[config.mk]
export PLATFORM = sky130hd
export DESIGN_NAME = robotIoController
export DESIGN_NICKNAME = d
export VERILOG_FILES = /design/src/logic/hostBusPkg.sv /design/src/logic/motionPkg.sv /design/src/logic/commandRegisters.sv /design/src/logic/quadratureCounter.sv /design/src/logic/rcServoChannel.sv /design/src/logic/robotIoController.sv
export SDC_FILE = /design/constraint.sdc
export NUM_CORES = 1
export LEC_CHECK = 0
export BUFFER_PORTS_ARGS = -buffer_cell sky130_fd_sc_hd__buf_2
export CORE_UTILIZATION = 60
export CTS_BUF_LIST = sky130_fd_sc_hd__clkbuf_16
export DETAILED_ROUTE_END_ITERATION = 7
export PLACE_DENSITY = 0.85
export SLEW_MARGIN = 10
export SYNTH_ARGS = -nofsm -noshare
export SYNTH_HDL_FRONTEND = slang
export SYNTH_SLANG_ARGS = --single-unit
[constraint.sdc]
create_clock -name OSC_FPGA -period 6.8 [get_ports OSC_FPGA]
set_clock_uncertainty 0.2 [all_clocks]
set_input_delay 0.34 -clock OSC_FPGA [delete_from_list [all_inputs] [get_ports OSC_FPGA]]
set_output_delay 0.34 -clock OSC_FPGA [all_outputs]
set_load 0.05 [all_outputs]
[src/logic/hostBusPkg.sv]
package hostBusPkg;

	// --------------------
	// APB bus geometry
	// --------------------
	localparam int busAddrWidth = 4;
	localparam int busDataWidth = 32;

	// Word addresses seen by the host
	localparam logic [busAddrWidth-1:0] addrControl           = 4'd0;
	localparam logic [busAddrWidth-1:0] addrSetpoints         = 4'd1;
	localparam logic [busAddrWidth-1:0] addrEncoderLeft       = 4'd2;
	localparam logic [busAddrWidth-1:0] addrEncoderRight      = 4'd3;
	localparam logic [busAddrWidth-1:0] addrTicksSinceCommand = 4'd4;
	localparam logic [busAddrWidth-1:0] addrIdentity          = 4'd5;

	// Fixed value so host software can recognise the board
	localparam logic [busDataWidth-1:0] identityWord = 32'hBA5EBA11;

	// --------------------
	// Command word views
	// --------------------
	typedef struct packed
	{
		logic [busDataWidth-4:0] reserved;
		logic alarm;
		logic cameraOverride;
		logic motorOverride;
	} controlViewT;

	// Byte order as host software packs its setpoint block
	typedef struct packed
	{
		logic [7:0] camTilt;
		logic [7:0] camPan;
		logic [7:0] leftMotor;
		logic [7:0] rightMotor;
	} setpointViewT;

	typedef union packed
	{
		controlViewT control;
		setpointViewT setpoint;
	} commandWordT;

endpackage

[src/logic/motionPkg.sv]
package motionPkg;

	// --------------------
	// Setpoint encoding
	// --------------------
	localparam int percentWidth = 8;

	// 0 is full reverse, 200 full forward
	localparam logic [percentWidth-1:0] percentMax    = 8'd200;
	// Motors at rest, camera centred
	localparam logic [percentWidth-1:0] percentCenter = 8'd100;

	// --------------------
	// RC pulse timing
	// --------------------
	// Shortest legal RC pulse, 1.0 ms
	localparam int unsigned pulseLowLimitUs = 1000;

	// 200 steps of 5 us span the extra 1.0 ms of throw
	localparam int unsigned pulseStepUs = 5;

	// 22 ms frame, what the motor drivers expect
	localparam int unsigned frameLengthUs = 22000;

	// Width of all tick counters in the design
	localparam int widthTicksWidth = 32;

	// --------------------
	// Encoder counts
	// --------------------
	localparam int encoderCountWidth = 32;

	// Start at mid scale
	// keeps wheel travel in either direction well clear of a wrap
	localparam logic [encoderCountWidth-1:0] encoderStartCount = 32'h80000000;

endpackage

[src/logic/commandRegisters.sv]
`timescale 1ns/1ps

module commandRegisters
(
	input  logic OSC_FPGA,
	input  logic reset_i,
	input  logic PSEL_i,
	input  logic PENABLE_i,
	input  logic PWRITE_i,
	input  logic [hostBusPkg::busAddrWidth-1:0] PADDR_i,
	input  logic [hostBusPkg::busDataWidth-1:0] PWDATA_i,
	input  logic [motionPkg::encoderCountWidth-1:0] encoderLeftCount_i,
	input  logic [motionPkg::encoderCountWidth-1:0] encoderRightCount_i,
	output logic [hostBusPkg::busDataWidth-1:0] PRDATA_o,
	output logic motorOverride_o,
	output logic cameraOverride_o,
	output logic alarm_o,
	output logic [motionPkg::percentWidth-1:0] leftMotorPercent_o,
	output logic [motionPkg::percentWidth-1:0] rightMotorPercent_o,
	output logic [motionPkg::percentWidth-1:0] camPanPercent_o,
	output logic [motionPkg::percentWidth-1:0] camTiltPercent_o
);
	import hostBusPkg::*;
	import motionPkg::*;

	commandWordT writeWord;
	commandWordT controlView;
	commandWordT setpointView;
	logic writeAccess;
	logic setpointWrite;
	logic [widthTicksWidth-1:0] ticksSinceCommand;

	// --------------------
	// Write decode
	// --------------------
	// Same bus word, read through whichever view the address selects
	assign writeWord = PWDATA_i;

	// Zero wait states, so the access phase is the commit cycle
	assign writeAccess = PSEL_i & PENABLE_i & PWRITE_i;
	assign setpointWrite = writeAccess && (PADDR_i == addrSetpoints);

	always_ff @(posedge OSC_FPGA)
	begin
		if (reset_i)
		begin
			// RC receiver in charge after reset
			motorOverride_o <= 1'b0;
			cameraOverride_o <= 1'b0;
			alarm_o <= 1'b0;
			leftMotorPercent_o <= percentCenter;
			rightMotorPercent_o <= percentCenter;
			camPanPercent_o <= percentCenter;
			camTiltPercent_o <= percentCenter;
		end
		else if (writeAccess)
		begin
			case (PADDR_i)
				addrControl:
				begin
					motorOverride_o <= writeWord.control.motorOverride;
					cameraOverride_o <= writeWord.control.cameraOverride;
					alarm_o <= writeWord.control.alarm;
				end
				addrSetpoints:
				begin
					leftMotorPercent_o <= writeWord.setpoint.leftMotor;
					rightMotorPercent_o <= writeWord.setpoint.rightMotor;
					camPanPercent_o <= writeWord.setpoint.camPan;
					camTiltPercent_o <= writeWord.setpoint.camTilt;
				end
				// Read-only and unmapped addresses drop the write
				default: ;
			endcase
		end
	end

	// Time since the last setpoint write
	// host divides encoder deltas by it to get wheel speed
	always_ff @(posedge OSC_FPGA)
	begin
		if (reset_i || setpointWrite)
			ticksSinceCommand <= '0;
		else
			ticksSinceCommand <= ticksSinceCommand + 1'b1;
	end

	// --------------------
	// Read back
	// --------------------
	always_comb
	begin
		controlView = '0;
		controlView.control.motorOverride = motorOverride_o;
		controlView.control.cameraOverride = cameraOverride_o;
		controlView.control.alarm = alarm_o;
		setpointView.setpoint.leftMotor = leftMotorPercent_o;
		setpointView.setpoint.rightMotor = rightMotorPercent_o;
		setpointView.setpoint.camPan = camPanPercent_o;
		setpointView.setpoint.camTilt = camTiltPercent_o;
	end

	// Plain address mux, valid whenever the access phase samples it
	always_comb
	begin
		case (PADDR_i)
			addrControl: PRDATA_o = controlView;
			addrSetpoints: PRDATA_o = setpointView;
			addrEncoderLeft: PRDATA_o = encoderLeftCount_i;
			addrEncoderRight: PRDATA_o = encoderRightCount_i;
			addrTicksSinceCommand: PRDATA_o = ticksSinceCommand;
			addrIdentity: PRDATA_o = identityWord;
			default: PRDATA_o = '0;
		endcase
	end

endmodule

[src/logic/quadratureCounter.sv]
`timescale 1ns/1ps

module quadratureCounter
(
	input  logic OSC_FPGA,
	input  logic reset_i,
	input  logic encoderA_i,
	input  logic encoderB_i,
	output logic [motionPkg::encoderCountWidth-1:0] count_o,
	output logic direction_o
);
	import motionPkg::*;

	logic [1:0] aSync;
	logic [1:0] bSync;
	logic [1:0] currState;
	logic [1:0] prevState;
	logic stepValid;
	logic stepForward;

	// Gray state as {A, B} after the synchronizer
	assign currState = {aSync[1], bSync[1]};

	// Exactly one phase moved
	// no move or a two-bit jump both fail this
	assign stepValid = ^(currState ^ prevState);

	// Forward order 00 10 11 01, A leading B
	assign stepForward = prevState[0] ^ currState[1];

	always_ff @(posedge OSC_FPGA)
	begin
		if (reset_i)
		begin
			aSync <= '0;
			bSync <= '0;
			prevState <= '0;
			count_o <= encoderStartCount;
			direction_o <= 1'b0;
		end
		else
		begin
			// Two flops per phase, encoder lines are asynchronous
			aSync <= {aSync[0], encoderA_i};
			bSync <= {bSync[0], encoderB_i};
			prevState <= currState;
			if (stepValid)
			begin
				count_o <= stepForward ? count_o + 1'b1 : count_o - 1'b1;
				direction_o <= stepForward;
			end
		end
	end

endmodule

[src/logic/rcServoChannel.sv]
`timescale 1ns/1ps

module rcServoChannel
#(
	parameter int unsigned ticksPerMicrosecond = 50
)
(
	input  logic OSC_FPGA,
	input  logic reset_i,
	input  logic [motionPkg::percentWidth-1:0] percent_i,
	input  logic override_i,
	input  logic rcPassthrough_i,
	output logic ppm_o
);
	import motionPkg::*;

	// Timing constants scaled to clock ticks
	localparam logic [widthTicksWidth-1:0] lowLimitTicks =
		widthTicksWidth'(pulseLowLimitUs * ticksPerMicrosecond);
	localparam logic [widthTicksWidth-1:0] stepTicks =
		widthTicksWidth'(pulseStepUs * ticksPerMicrosecond);
	localparam logic [widthTicksWidth-1:0] frameTicks =
		widthTicksWidth'(frameLengthUs * ticksPerMicrosecond);
	localparam logic [widthTicksWidth-1:0] centerTicks =
		lowLimitTicks + stepTicks * widthTicksWidth'(percentCenter);

	logic [percentWidth-1:0] clampedPercent;
	logic [widthTicksWidth-1:0] targetWidth;
	logic [widthTicksWidth-1:0] activeWidth;
	logic [widthTicksWidth-1:0] frameCount;
	logic frameEnd;
	logic pulseGen;

	// --------------------
	// Percent to width
	// --------------------
	// Anything above full throw is held at full throw
	assign clampedPercent = (percent_i > percentMax) ? percentMax : percent_i;

	always_ff @(posedge OSC_FPGA)
	begin
		if (reset_i)
			targetWidth <= centerTicks;
		else
			targetWidth <= lowLimitTicks + stepTicks * widthTicksWidth'(clampedPercent);
	end

	// --------------------
	// Frame timer
	// --------------------
	assign frameEnd = (frameCount == frameTicks - 1'b1);

	// Width only changes on a frame boundary so no pulse is ever cut short
	always_ff @(posedge OSC_FPGA)
	begin
		if (reset_i)
		begin
			frameCount <= '0;
			activeWidth <= centerTicks;
		end
		else if (frameEnd)
		begin
			frameCount <= '0;
			activeWidth <= targetWidth;
		end
		else
			frameCount <= frameCount + 1'b1;
	end

	// High from frame start for activeWidth ticks
	assign pulseGen = (frameCount < activeWidth);

	// Host pulse or straight RC receiver
	assign ppm_o = override_i ? pulseGen : rcPassthrough_i;

endmodule

[src/logic/robotIoController.sv]
`timescale 1ns/1ps

module robotIoController
#(
	parameter int unsigned ticksPerMicrosecond = 50
)
(
	input  logic OSC_FPGA,
	input  logic reset_i,

	// Host APB port
	input  logic PSEL_i,
	input  logic PENABLE_i,
	input  logic PWRITE_i,
	input  logic [hostBusPkg::busAddrWidth-1:0] PADDR_i,
	input  logic [hostBusPkg::busDataWidth-1:0] PWDATA_i,
	output logic [hostBusPkg::busDataWidth-1:0] PRDATA_o,

	// RC receiver channels
	input  logic rcLeftMotor_i,
	input  logic rcRightMotor_i,
	input  logic rcCamPan_i,
	input  logic rcCamTilt_i,

	// Wheel encoders
	input  logic encoderLeftA_i,
	input  logic encoderLeftB_i,
	input  logic encoderRightA_i,
	input  logic encoderRightB_i,

	// Servo and motor driver outputs
	output logic motorLeftPpm_o,
	output logic motorRightPpm_o,
	output logic camPanPpm_o,
	output logic camTiltPpm_o,
	output logic alarm_o
);
	import motionPkg::*;

	logic motorOverride;
	logic cameraOverride;
	logic [percentWidth-1:0] leftMotorPercent;
	logic [percentWidth-1:0] rightMotorPercent;
	logic [percentWidth-1:0] camPanPercent;
	logic [percentWidth-1:0] camTiltPercent;
	logic [encoderCountWidth-1:0] encoderLeftCount;
	logic [encoderCountWidth-1:0] encoderRightCount;

	// --------------------
	// Host registers
	// --------------------
	commandRegisters commandRegs
	(
		.OSC_FPGA(OSC_FPGA),
		.reset_i(reset_i),
		.PSEL_i(PSEL_i),
		.PENABLE_i(PENABLE_i),
		.PWRITE_i(PWRITE_i),
		.PADDR_i(PADDR_i),
		.PWDATA_i(PWDATA_i),
		.encoderLeftCount_i(encoderLeftCount),
		.encoderRightCount_i(encoderRightCount),
		.PRDATA_o(PRDATA_o),
		.motorOverride_o(motorOverride),
		.cameraOverride_o(cameraOverride),
		.alarm_o(alarm_o),
		.leftMotorPercent_o(leftMotorPercent),
		.rightMotorPercent_o(rightMotorPercent),
		.camPanPercent_o(camPanPercent),
		.camTiltPercent_o(camTiltPercent)
	);

	// --------------------
	// Servo channels
	// --------------------
	// Motors share one override, camera axes the other
	rcServoChannel #(.ticksPerMicrosecond(ticksPerMicrosecond)) leftMotorChannel
	(
		.OSC_FPGA(OSC_FPGA),
		.reset_i(reset_i),
		.percent_i(leftMotorPercent),
		.override_i(motorOverride),
		.rcPassthrough_i(rcLeftMotor_i),
		.ppm_o(motorLeftPpm_o)
	);

	rcServoChannel #(.ticksPerMicrosecond(ticksPerMicrosecond)) rightMotorChannel
	(
		.OSC_FPGA(OSC_FPGA),
		.reset_i(reset_i),
		.percent_i(rightMotorPercent),
		.override_i(motorOverride),
		.rcPassthrough_i(rcRightMotor_i),
		.ppm_o(motorRightPpm_o)
	);

	rcServoChannel #(.ticksPerMicrosecond(ticksPerMicrosecond)) camPanChannel
	(
		.OSC_FPGA(OSC_FPGA),
		.reset_i(reset_i),
		.percent_i(camPanPercent),
		.override_i(cameraOverride),
		.rcPassthrough_i(rcCamPan_i),
		.ppm_o(camPanPpm_o)
	);

	rcServoChannel #(.ticksPerMicrosecond(ticksPerMicrosecond)) camTiltChannel
	(
		.OSC_FPGA(OSC_FPGA),
		.reset_i(reset_i),
		.percent_i(camTiltPercent),
		.override_i(cameraOverride),
		.rcPassthrough_i(rcCamTilt_i),
		.ppm_o(camTiltPpm_o)
	);

	// --------------------
	// Encoder counters
	// --------------------
	// Direction only for probing on the board
	quadratureCounter leftEncoder
	(
		.OSC_FPGA(OSC_FPGA),
		.reset_i(reset_i),
		.encoderA_i(encoderLeftA_i),
		.encoderB_i(encoderLeftB_i),
		.count_o(encoderLeftCount),
		.direction_o()
	);

	quadratureCounter rightEncoder
	(
		.OSC_FPGA(OSC_FPGA),
		.reset_i(reset_i),
		.encoderA_i(encoderRightA_i),
		.encoderB_i(encoderRightB_i),
		.count_o(encoderRightCount),
		.direction_o()
	);

endmodule

---- Word level (Yosys, flattened, before mapping) ----
Index checks and enable logic that the tools add are counted.
word-level totals
  bits in registers ....................... 527
  input bits .............................. 49
  output and inout port bits .............. 37
  word-level logic and storage cells ...... 90
cells by class
  $add $sub $neg .......................... 13
  multiply operators ...................... 4
  $lt $le $gt $ge ......................... 8
  equal/unequal tests ..................... 9
  muxes and demuxes ....................... 11
  bitwise gates (word level) .............. 6
  reduce and logical (&&, ||, !) cells .... 11
operators by type and width
  operator                  count
  $add A32 B1 Y32 const B   7
  $pmux W32 S6              1
  $eq A32 B21 Y1 const B    4
  $lt A32 B32 Y1            4
  $add A16 B16 Y17 const A  4
  $mux W32                  2
  $sub A32 B1 Y32 const B   2
  $mul A7 B8 Y15 const A    4
  $gt A8 B8 Y1 const B      4
  $mux W8                   4
  $eq A4 B2 Y1 const B      2
  $eq A4 B3 Y1 const B      2
  $reduce_or A2 Y1          4
  $eq A4 B1 Y1 const B      1
  $logic_not A4 Y1          1
  $mux W1                   4
  $reduce_and A2 Y1         2
  $reduce_xor A2 Y1         2
  $xor A2 B2 Y2             2
  $and A1 B1 Y1             2
  $xor A1 B1 Y1             2
  $logic_and A1 B1 Y1       1
  $logic_or A1 B1 Y1        1

---- Logic depth before layout (Yosys ltp) ----
Gate-level depths: netlist of the first run.
  depth in word-level cells ............... 4
  gate-level depth with buffers ........... 23
  gate-level depth less buffers ........... 22

---- By module ----
Synthesis of the first run repeated with hierarchy kept, for this count alone.
unflattened totals
  cell total of the unflattened synthesis .. 3321
  area, all modules ....................... 27470.1 sq um
modules (own cells, without submodules)
  module                                instances  cells each  area an instance (sq um)  seq. area each (sq um)
  rcServoChannel at camTiltChannel ...  3          508         4424.2                    1281.2
  quadratureCounter                     2          410         3035.4                    780.7
  rcServoChannel at camPanChannel       1          511         4534.3                    1281.2
  commandRegisters                      1          466         3592.2                    1341.3

---- Least setup slack after synthesis of the first run ----
No wires, ideal clock.
  path kind ............................... register to register
  from .................................... register commandRegs.leftMotorPercent_o[0] in the netlist's numbering
  to ...................................... register leftMotorChannel.targetWidth[15]
  setup time .............................. 0.128 ns
  data arrival time ....................... 5.551 ns
  data required time ...................... 6.472 ns
  setup slack ............................. 0.922 ns
  stages on the path, launching flop included .. 22
  period minus slack after synthesis ...... 5.878 ns
  cells stage by stage .................... dfxtp_1 > clkbuf_1 > o31a_1 > o311ai_0 > clkbuf_1 > nand2_1 > inv_1 > ha_1 > inv_1 > fa_1 > fa_1 > fa_1 > inv_1 > ha_1 > a21boi_1 > o21a_1 > o41a_1 > a21o_1 > a311o_1 > o21bai_1 > xnor2_1 > nor2_1
on the way
  cells in the longest elaborated chain, start to end .. 4
ends and longest elaborated chain
  item                      line                    text
  start: declaration        commandRegisters.sv:18  output logic [motionPkg::percentWidth-1:0] leftMotorPercent_o,
  start signal: assignment  commandRegisters.sv:51  leftMotorPercent_o <= percentCenter;
  start signal: assignment  commandRegisters.sv:67  leftMotorPercent_o <= writeWord.setpoint.leftMotor;
  $gt A8 B8 Y1              rcServoChannel.sv:38    assign clampedPercent = (percent_i > percentMax) ? percentMax : percent_i;
  $mux W8 *                 rcServoChannel.sv:38
  $mul A7 B8 Y15 *          rcServoChannel.sv:45    targetWidth <= lowLimitTicks + stepTicks * widthTicksWidth'(clampedPercent);
  $add A16 B16 Y17 *        rcServoChannel.sv:45
  end signal: assignment    rcServoChannel.sv:43    targetWidth <= centerTicks;
  end signal: assignment    rcServoChannel.sv:45
  end: declaration          rcServoChannel.sv:28    logic [widthTicksWidth-1:0] targetWidth;
Every way passes the cells marked *; elsewhere a longest branch is shown, timed or not.
A chain may end at the register's enable or synchronous reset.

---- Worst setup path in the final report of the first run ----
  from .................................... register commandRegs.rightMotorPercent_o[0] in the netlist's numbering
  to ...................................... register rightMotorChannel.targetWidth[14]
on the way
  cells in the longest elaborated chain, start to end .. 4
ends and longest elaborated chain
  item                      line                    text
  start: declaration        commandRegisters.sv:19  output logic [motionPkg::percentWidth-1:0] rightMotorPercent_o,
  start signal: assignment  commandRegisters.sv:52  rightMotorPercent_o <= percentCenter;
  start signal: assignment  commandRegisters.sv:68  rightMotorPercent_o <= writeWord.setpoint.rightMotor;
  $gt A8 B8 Y1              rcServoChannel.sv:38
  $mux W8 *                 rcServoChannel.sv:38
  $mul A7 B8 Y15 *          rcServoChannel.sv:45
  $add A16 B16 Y17 *        rcServoChannel.sv:45
  end signal: assignment    rcServoChannel.sv:43
  end signal: assignment    rcServoChannel.sv:45
  end: declaration          rcServoChannel.sv:28
Marks and branches as above.

==> results of run 1 <==
==> power groups by stage <==
stage	sequential (mW)	clock [mW]	combinational, mW
after global placement	2.67	0	2.05
final	2.63	2.35	2.20
after detailed placement	2.67	0	2.12
after global routing	2.64	2.48	2.43
after floorplan	2.62	0	1.72
after CTS	2.62	2.38	2.16
==> registers in the layout, summed over array words and instances, names as in the netlist, 32 cells and up <==
name and flops:
camPanChannel.frameCount 32, camTiltChannel.frameCount 32, commandRegs.ticksSinceCommand 32, leftEncoder.count_o 32, leftMotorChannel.frameCount 32, rightEncoder.count_o 32, rightMotorChannel.frameCount 32
==> cell families after synthesis <==
family | Yosys count | synth area share, %
and+or+nand+nor | 1130 | 20.19
DFF | 399 | 30.65
muxes | 39 | 1.498
xor gates and xnor gates | 274 | 9.209
adders and majority gates | 356 | 19.37
buffers and inverters | 369 | 5.502
AOI/OAI and AO/OA | 536 | 13.58
==> layer usage <==
metal  up-vias  GRT usage, %
met5         -             0
met4         0         15.27
met3       197         4.693
met2       738         52.01
met1     10630         34.27
li1      10740             -
==> how the worst max path moves through the flow <==
stage | to | start | slack (ns)
CTS | rightMotorChannel.targetWidth[14] | commandRegs.rightMotorPercent_o[0] | 0.88
floorplan | leftMotorChannel.targetWidth[15] | commandRegs.leftMotorPercent_o[0] | 0.92
finish | rightMotorChannel.targetWidth[14] | commandRegs.rightMotorPercent_o[0] | 0.86
global route | camTiltChannel.targetWidth[15] | commandRegs.camTiltPercent_o[0] | 0.46
detailed placement | rightMotorChannel.targetWidth[14] | commandRegs.rightMotorPercent_o[0] | 0.89
global placement | rightMotorChannel.targetWidth[14] | commandRegs.rightMotorPercent_o[0] | 1.12
==> area by class of cell <==
cell class	count	share of cell area (%)
diodes	1	0.008721
clock buffers	43	3.750
clock inverters	35	1.121
inverters	246	3.218
multi-input cells	2335	58.24
flip-flops and latches	399	27.84
well taps	577	2.516
repair buffers	142	3.310
==> critical path: stages, from the launching register on <==
cell	delay, ns
dfxtp_1	0.39
o31a_1	0.32
nor3_1	0.18
or2_0	0.30
nand2b_1	0.26
inv_1	0.15
fa_1	0.42
fa_1	0.54
fa_1	0.44
fa_1	0.52
inv_1	0.06
ha_1	0.34
o21a_1	0.24
a21o_1	0.19
a21oi_1	0.18
xnor2_1	0.26
nand3b_1	0.23
or3_1	0.40
xnor2_1	0.15
nor2_1	0.05
==> stage by stage <==
step | area, um2 | total power, mW | utilization, % | hold WS (ns)
2_1_floorplan | 26060 | 4.338 | - | 0.2129
4_1_cts | 28690 | 7.167 | 67.64 | 0.08708
6_report | 28690 | 7.182 | 67.65 | 0.1018
3_3_place_gp | 26930 | 4.718 | 63.50 | 0.2214
5_1_grt | 28690 | 7.539 | 67.65 | 0.1162
3_5_place_dp | 26930 | 4.792 | 63.50 | 0.2306
==> layout by cell type (no fill, tap or decap), types with 9 or more instances in the layout <==
master         instances
buf_2                 84
a21oi_1              169
dlygate4sd3_1         36
o211ai_1              43
o21a_1                21
dfxtp_1              399
clkinv_1               9
a211oi_1              23
nand2_1              358
a21o_1                58
o21ai_0               70
mux2i_1               39
a222oi_1              15
nand4_1               39
a22oi_1               37
clkbuf_16             43
nor4_1                16
and3_1                52
xnor2_1              136
or3_1                 29
fa_1                  79
nand2b_1              16
nand3_1              113
nor3_1                37
ha_1                 277
a31oi_1               12
and2_1                29
and4_1                11
or2_2                 16
xor2_1               136
inv_1                251
nor2b_1               38
nor2_1               338
buf_4                 21
==> summary.md, run 1 <==
| Metric | Value |
|---|---|
| Status | `complete, no violations` |
| Ports | `86` |
| Worst-Margin Slew | `1.111 ns` |
| Top cells by count, synth | `399 x dfxtp_1, 358 x nand2_1, 340 x nor2_1, 277 x ha_1, 245 x inv_1` |
| Max Cap Viol | `0` |
| Pleak | `12.79 nW` |
| Slew Limit Fails | `0` |
| Die width | `210.4 um` |
| Worst-path fanout max | `9` |
| Net Sw Power | `2.416 mW` |
| Comb power frac | `30.7%` |
| Deepest clock path buffer count | `3` |
| WS Path Type | `reg -> reg` |
| Peak VDD IR | `0.3334 mV` |
| Fin cells | `3778` |
| Final cycle utilization of the critical path | `87.38%` |
| Prevailing post-synth register cell | `dfxtp_1` |
| Multi-input combinational cell area | `16710 um2` |
| Metal3 WL | `4.082 mm` |
| Vias in the first global route | `22310` |
| Net Sw Frac | `33.64%` |
| Cell Area, Synth | `26060 um2` |
| Final Worst Setup Slack | `0.8583 ns` |
| Final period demand of the worst path | `5.942 ns` |
| Hold Crit Depth | `2` |
| IO Port Bufs | `85` |
| Root buffer cell | `clkbuf_16` |
| Total die area | `44270 um2` |
| H-tree levels | `2` |
| WL per Instance | `17.16 um` |
| Iteration-0 DRC Markers | `1668` |
| Core Area | `42420 um2` |
| DP Worst Slack | `0.8918 ns` |
| Final setup viols | `0` |
| Post-CTS setup buffer count | `0` |
| Startpoint types | `flop` |
| Post-Route Setup TNS | `0 ns` |
| Largest net degree at the start of global routing | `104` |
| Highest clock rate | `168.3 MHz` |
| Critical R2R Launch | `commandRegs.rightMotorPercent_o[0]` |
| Nets@finish | `3572` |
| Worst hold start | `reset_i` |
| Rel. slew slack | `25.82%` |
| HPWL after DPL | `47.48 mm` |
| Met1 Routed Length | `25.69 mm` |
| Top cell type's share of synthesized area | `30.65%` |
| Post-Synthesis Cells | `3103` |
| Share of cells above drive strength 1 | `6.406%` |
| Power per Cell Area | `250.3 nW/um2` |
| Seq/Total Area, Yosys | `30.65%` |
| Clk Latency, worst-skew pair | `0.58 ns` |
| Seq pwr share | `36.6%` |
| Total track usage | `29.41%` |
| Reg2reg end | `rightMotorChannel.targetWidth[14]` |
| DR vias | `22310` |
| Flops & latches, synth | `399` |
| Ys async rst share | `0%` |
| Arrival time at the worst endpoint | `6.18 ns` |
| Height of the die | `210.4 um` |
| Filler cells | `3322` |
| Worst r2r path cells | `19` |
| TritonCTS clock tree | `done` |
| Max layer used | `met4` |
| Synth-to-Final Area Change | `10.11%` |
| DRC Markers | `0` |
| Routed vias/inst | `5.904` |
| Clock slew at reported path FFs | `0.06 ns` |
| Site Rows | `75` |
| Most common cell in the synthesized netlist | `dfxtp_1` |
| Drt first pass iters | `6` |
| Syn Area/Cell | `8.398 um2` |
| Number of enable flip-flop cells after synthesis | `0` |
| HP Class | `in -> reg` |
| Crit path required time | `7.04 ns` |
| Antenna violations before repair | `1` |
| Cell variety after synth | `80` |
| CP Capture Type | `flop` |
| Register area | `7988 um2` |
| Routed wire length | `64.84 mm` |
| Proportion of power drawn by the clock network | `32.7%` |
| CTS-repair resized insts | `0` |
| Largest cells by area after synthesis | `dfxtp_1 31%, ha_1 13%, fa_1 6.1%, nand2_1 5.2%, nor2_1 4.9%` |
| Clock tree sinks | `399` |
| Gr ovfl total | `0` |
| GP Congestion | `0.9540` |
| Num CTS Buffers | `43` |
| Inst Count DP | `3663` |
| Pint | `4.766 mW` |
| Fin. Hold Viols | `0` |
| Largest area contributor in the netlist | `dfxtp_1` |
| Synth warn | `0` |
| Worst hold endpoint | `camPanChannel.activeWidth[15]` |
| Reg2Reg Setup Slack | `0.86 ns` |
| Global-route wire length before repair | `106.8 mm` |
| Post-route ant nets | `0` |
| Syn_nets | `3508` |
| Initial Util | `61.44%` |
| CTS Hold Bufs | `36` |
| RSZ-0062 raised after global routing | `false` |
| Met2 WL post-DR | `31.93 mm` |
(Power assumes the default switching activity.)
==> run 2, diff against run 1 <==
--- a/config.mk
+++ b/config.mk
@@ -6,6 +6,7 @@
 export NUM_CORES = 1
 export LEC_CHECK = 0
 export BUFFER_PORTS_ARGS = -buffer_cell sky130_fd_sc_hd__buf_2
+export CORE_MARGIN = 10
 export CORE_UTILIZATION = 60
 export CTS_BUF_LIST = sky130_fd_sc_hd__clkbuf_16
 export DETAILED_ROUTE_END_ITERATION = 7
==> run 2 against run 1 <==
  * Routed wire length increased by 2.4%
  * Flip-flop and latch count did not move
  * Fmax decreased by 1.0%
  * Combinational power barely moved
  * Sequential share of layout area fell by 0.12 points
  * Via count decreased by 0.52%
  * Largest cell class unchanged
  * Highest routed layer unchanged
==> summary.md, run 2 (synthesized netlist as in run 1, its figures left out) <==
| Metric | Value |
|---|---|
| DRC Markers | `0` |
| Power per Cell Area | `252.7 nW/um2` |
| HP Class | `in -> reg` |
| Final period demand of the worst path | `6.004 ns` |
| Post-DP Area | `26960 um2` |
| Worst path cell trace | `o31a_1 > nor3_1 > or2_0 > nand2b_1 > inv_1 > fa_1 > fa_1 > fa_1 > fa_1 > inv_1 > ha_1 > o21a_1 > a21o_1 > a211oi_1 > xnor2_1 > inv_1 > or3_1 > xnor2_1 > nor2_1` |
| Design Area, Final | `28810 um2` |
| TritonCTS clock tree | `done` |
| Initial Util | `60.63%` |
| Largest net degree at the start of global routing | `88` |
| Power consumption | `7.281 mW` |
| WP buf/inv | `3` |
| Met1 Routed Length | `26.34 mm` |
| HPWL after DPL | `48.34 mm` |
| Synth-to-Final Area Change | `10.57%` |
| Final setup viols | `0` |
| Total track usage | `24.46%` |
| Worst-path cell with the longest stage delay | `fa_1` |
| DR vias | `22190` |
| Height of the die | `228.4 um` |
| Max stage delay on crit path | `0.54 ns` |
| Fin. Hold Viols | `0` |
| Post-route ant nets | `0` |
| Worst r2r path cells | `19` |
| RSZ-0062 raised after global routing | `false` |
| Diode count | `0` |
| Reg2Reg Setup Slack | `0.80 ns` |
| Num CTS Buffers | `45` |
| Worst hold start | `PENABLE_i` |
| Reg2reg end | `rightMotorChannel.targetWidth[14]` |
| Post-Route Setup TNS | `0 ns` |
| Metal3 WL | `4.399 mm` |
| Nets@finish | `3576` |
| H-tree levels | `2` |
| GP Congestion | `0.9494` |
| Peak VDD IR | `0.2199 mV` |
| Iteration-0 DRC Markers | `1673` |
| Multi-input combinational cell area | `16720 um2` |
| Fin cells | `3791` |
| CTS Hold Bufs | `37` |
| Crit path required time | `7.04 ns` |
| Clock slew at reported path FFs | `0.06 ns` |
| CTS-repair resized insts | `0` |
| Global-route wire length before repair | `107.8 mm` |
| CP top delay family | `adder cells` |
| Final Util | `67.04%` |
| Worst hold endpoint | `commandRegs.camPanPercent_o[5]` |
| Highest clock rate | `166.6 MHz` |
| Total die area | `52170 um2` |
| Post-CTS setup buffer count | `0` |
| WL per Instance | `17.52 um` |
| Site Rows | `76` |
| Inst Count DP | `3672` |
| Root buffer cell | `clkbuf_16` |
| Status | `complete, no violations` |
| Clock tree sinks | `399` |
| Commonest non-fill, non-tap cell in the layout | `dfxtp_1` |
| WS Path Type | `reg -> reg` |
| Max layer used | `met4` |
| Worst-path fanout max | `9` |
| Antenna violations before repair | `0` |
| Max Cap Viol | `0` |
| WP depth | `19` |
| Ports | `86` |
| Rel. slew slack | `21.57%` |
| Vias in the first global route | `22130` |
| Clk Latency, worst-skew pair | `0.60 ns` |
| Startpoint types | `flop` |
| IO Port Bufs | `85` |
| Routed wire length | `66.41 mm` |
| Die width | `228.4 um` |
| Routed vias/inst | `5.853` |
| Deepest clock path buffer count | `3` |
| Critical R2R Launch | `commandRegs.rightMotorPercent_o[0]` |
| Hold Crit Depth | `4` |
| Filler cells | `3336` |
| Core Area | `42980 um2` |
| Share of cells above drive strength 1 | `6.488%` |
| Pleak | `12.82 nW` |
| Final cycle utilization of the critical path | `88.29%` |
| Commonest cells after routing, fill and taps aside | `399 x dfxtp_1, 358 x nand2_1, 338 x nor2_1, 277 x ha_1, 251 x inv_1` |
| Worst path most repeated cell | `fa_1` |
| CP Capture Type | `flop` |
| Drt first pass iters | `8` |
| Arrival time at the worst endpoint | `6.24 ns` |
| Worst-Margin Slew | `1.168 ns` |
| Met2 WL post-DR | `33.04 mm` |
| Slew Limit Fails | `0` |
| Register area | `7988 um2` |
| Gr ovfl total | `0` |
[run 2: worst max path at each step]
stage | start | end | slack, ns
after floorplan | commandRegs.leftMotorPercent_o[0] | leftMotorChannel.targetWidth[15] | 0.92
final | commandRegs.rightMotorPercent_o[0] | rightMotorChannel.targetWidth[14] | 0.80
after global routing | commandRegs.rightMotorPercent_o[0] | rightMotorChannel.targetWidth[14] | 0.51
after detailed placement | commandRegs.rightMotorPercent_o[0] | rightMotorChannel.targetWidth[14] | 0.88
after global placement | commandRegs.rightMotorPercent_o[0] | rightMotorChannel.targetWidth[14] | 1.10
after CTS | commandRegs.rightMotorPercent_o[0] | rightMotorChannel.targetWidth[14] | 0.85
[run 2: layer usage]
metal / up-vias / track usage (%)
met3: 180 / 4.170
met1: 10540 / 28.07
met5: - / 0
met4: 0 / 10.25
met2: 751 / 44.10
li1: 10720 / -
[run 2: area by class of cell]
cell class	count	share of cell area, %
multi-input combinational	2335	58.04
clock inverter	35	1.060
tap	585	2.540
clock buffer	47	4.082
sequential	399	27.72
inverter	246	3.205
timing repair buffer	144	3.357
[run 2: worst reg2reg max path, delay by kind of cell (launching register included)]
family / cells / cell delay, ns
and+or+nand+nor: 5 / 1.23
AOI/OAI and AO/OA: 4 / 1.13
buffers and inverters: 3 / 0.29
xor gates and xnor gates: 2 / 0.38
adders and majority gates: 5 / 2.26
DFF: 1 / 0.40
[run 2: report_power, final]
group | leakage (nW) | internal (mW) | switching (mW) | total, mW
Sequential | 3.24 | 2.49 | 0.129 | 2.62
Combinational | 8.86 | 0.921 | 1.28 | 2.20
Clock | 0.728 | 1.44 | 1.02 | 2.46
[run 2: per-stage QoR]
step | hold slack [ns] | worst slack, ns
floorplan | 0.2129 | 0.9219
global placement | 0.2218 | 1.103
detailed placement | 0.2297 | 0.8775
CTS | 0.04000 | 0.8507
global route | 0.1257 | 0.5101
finish | 0.06240 | 0.7961
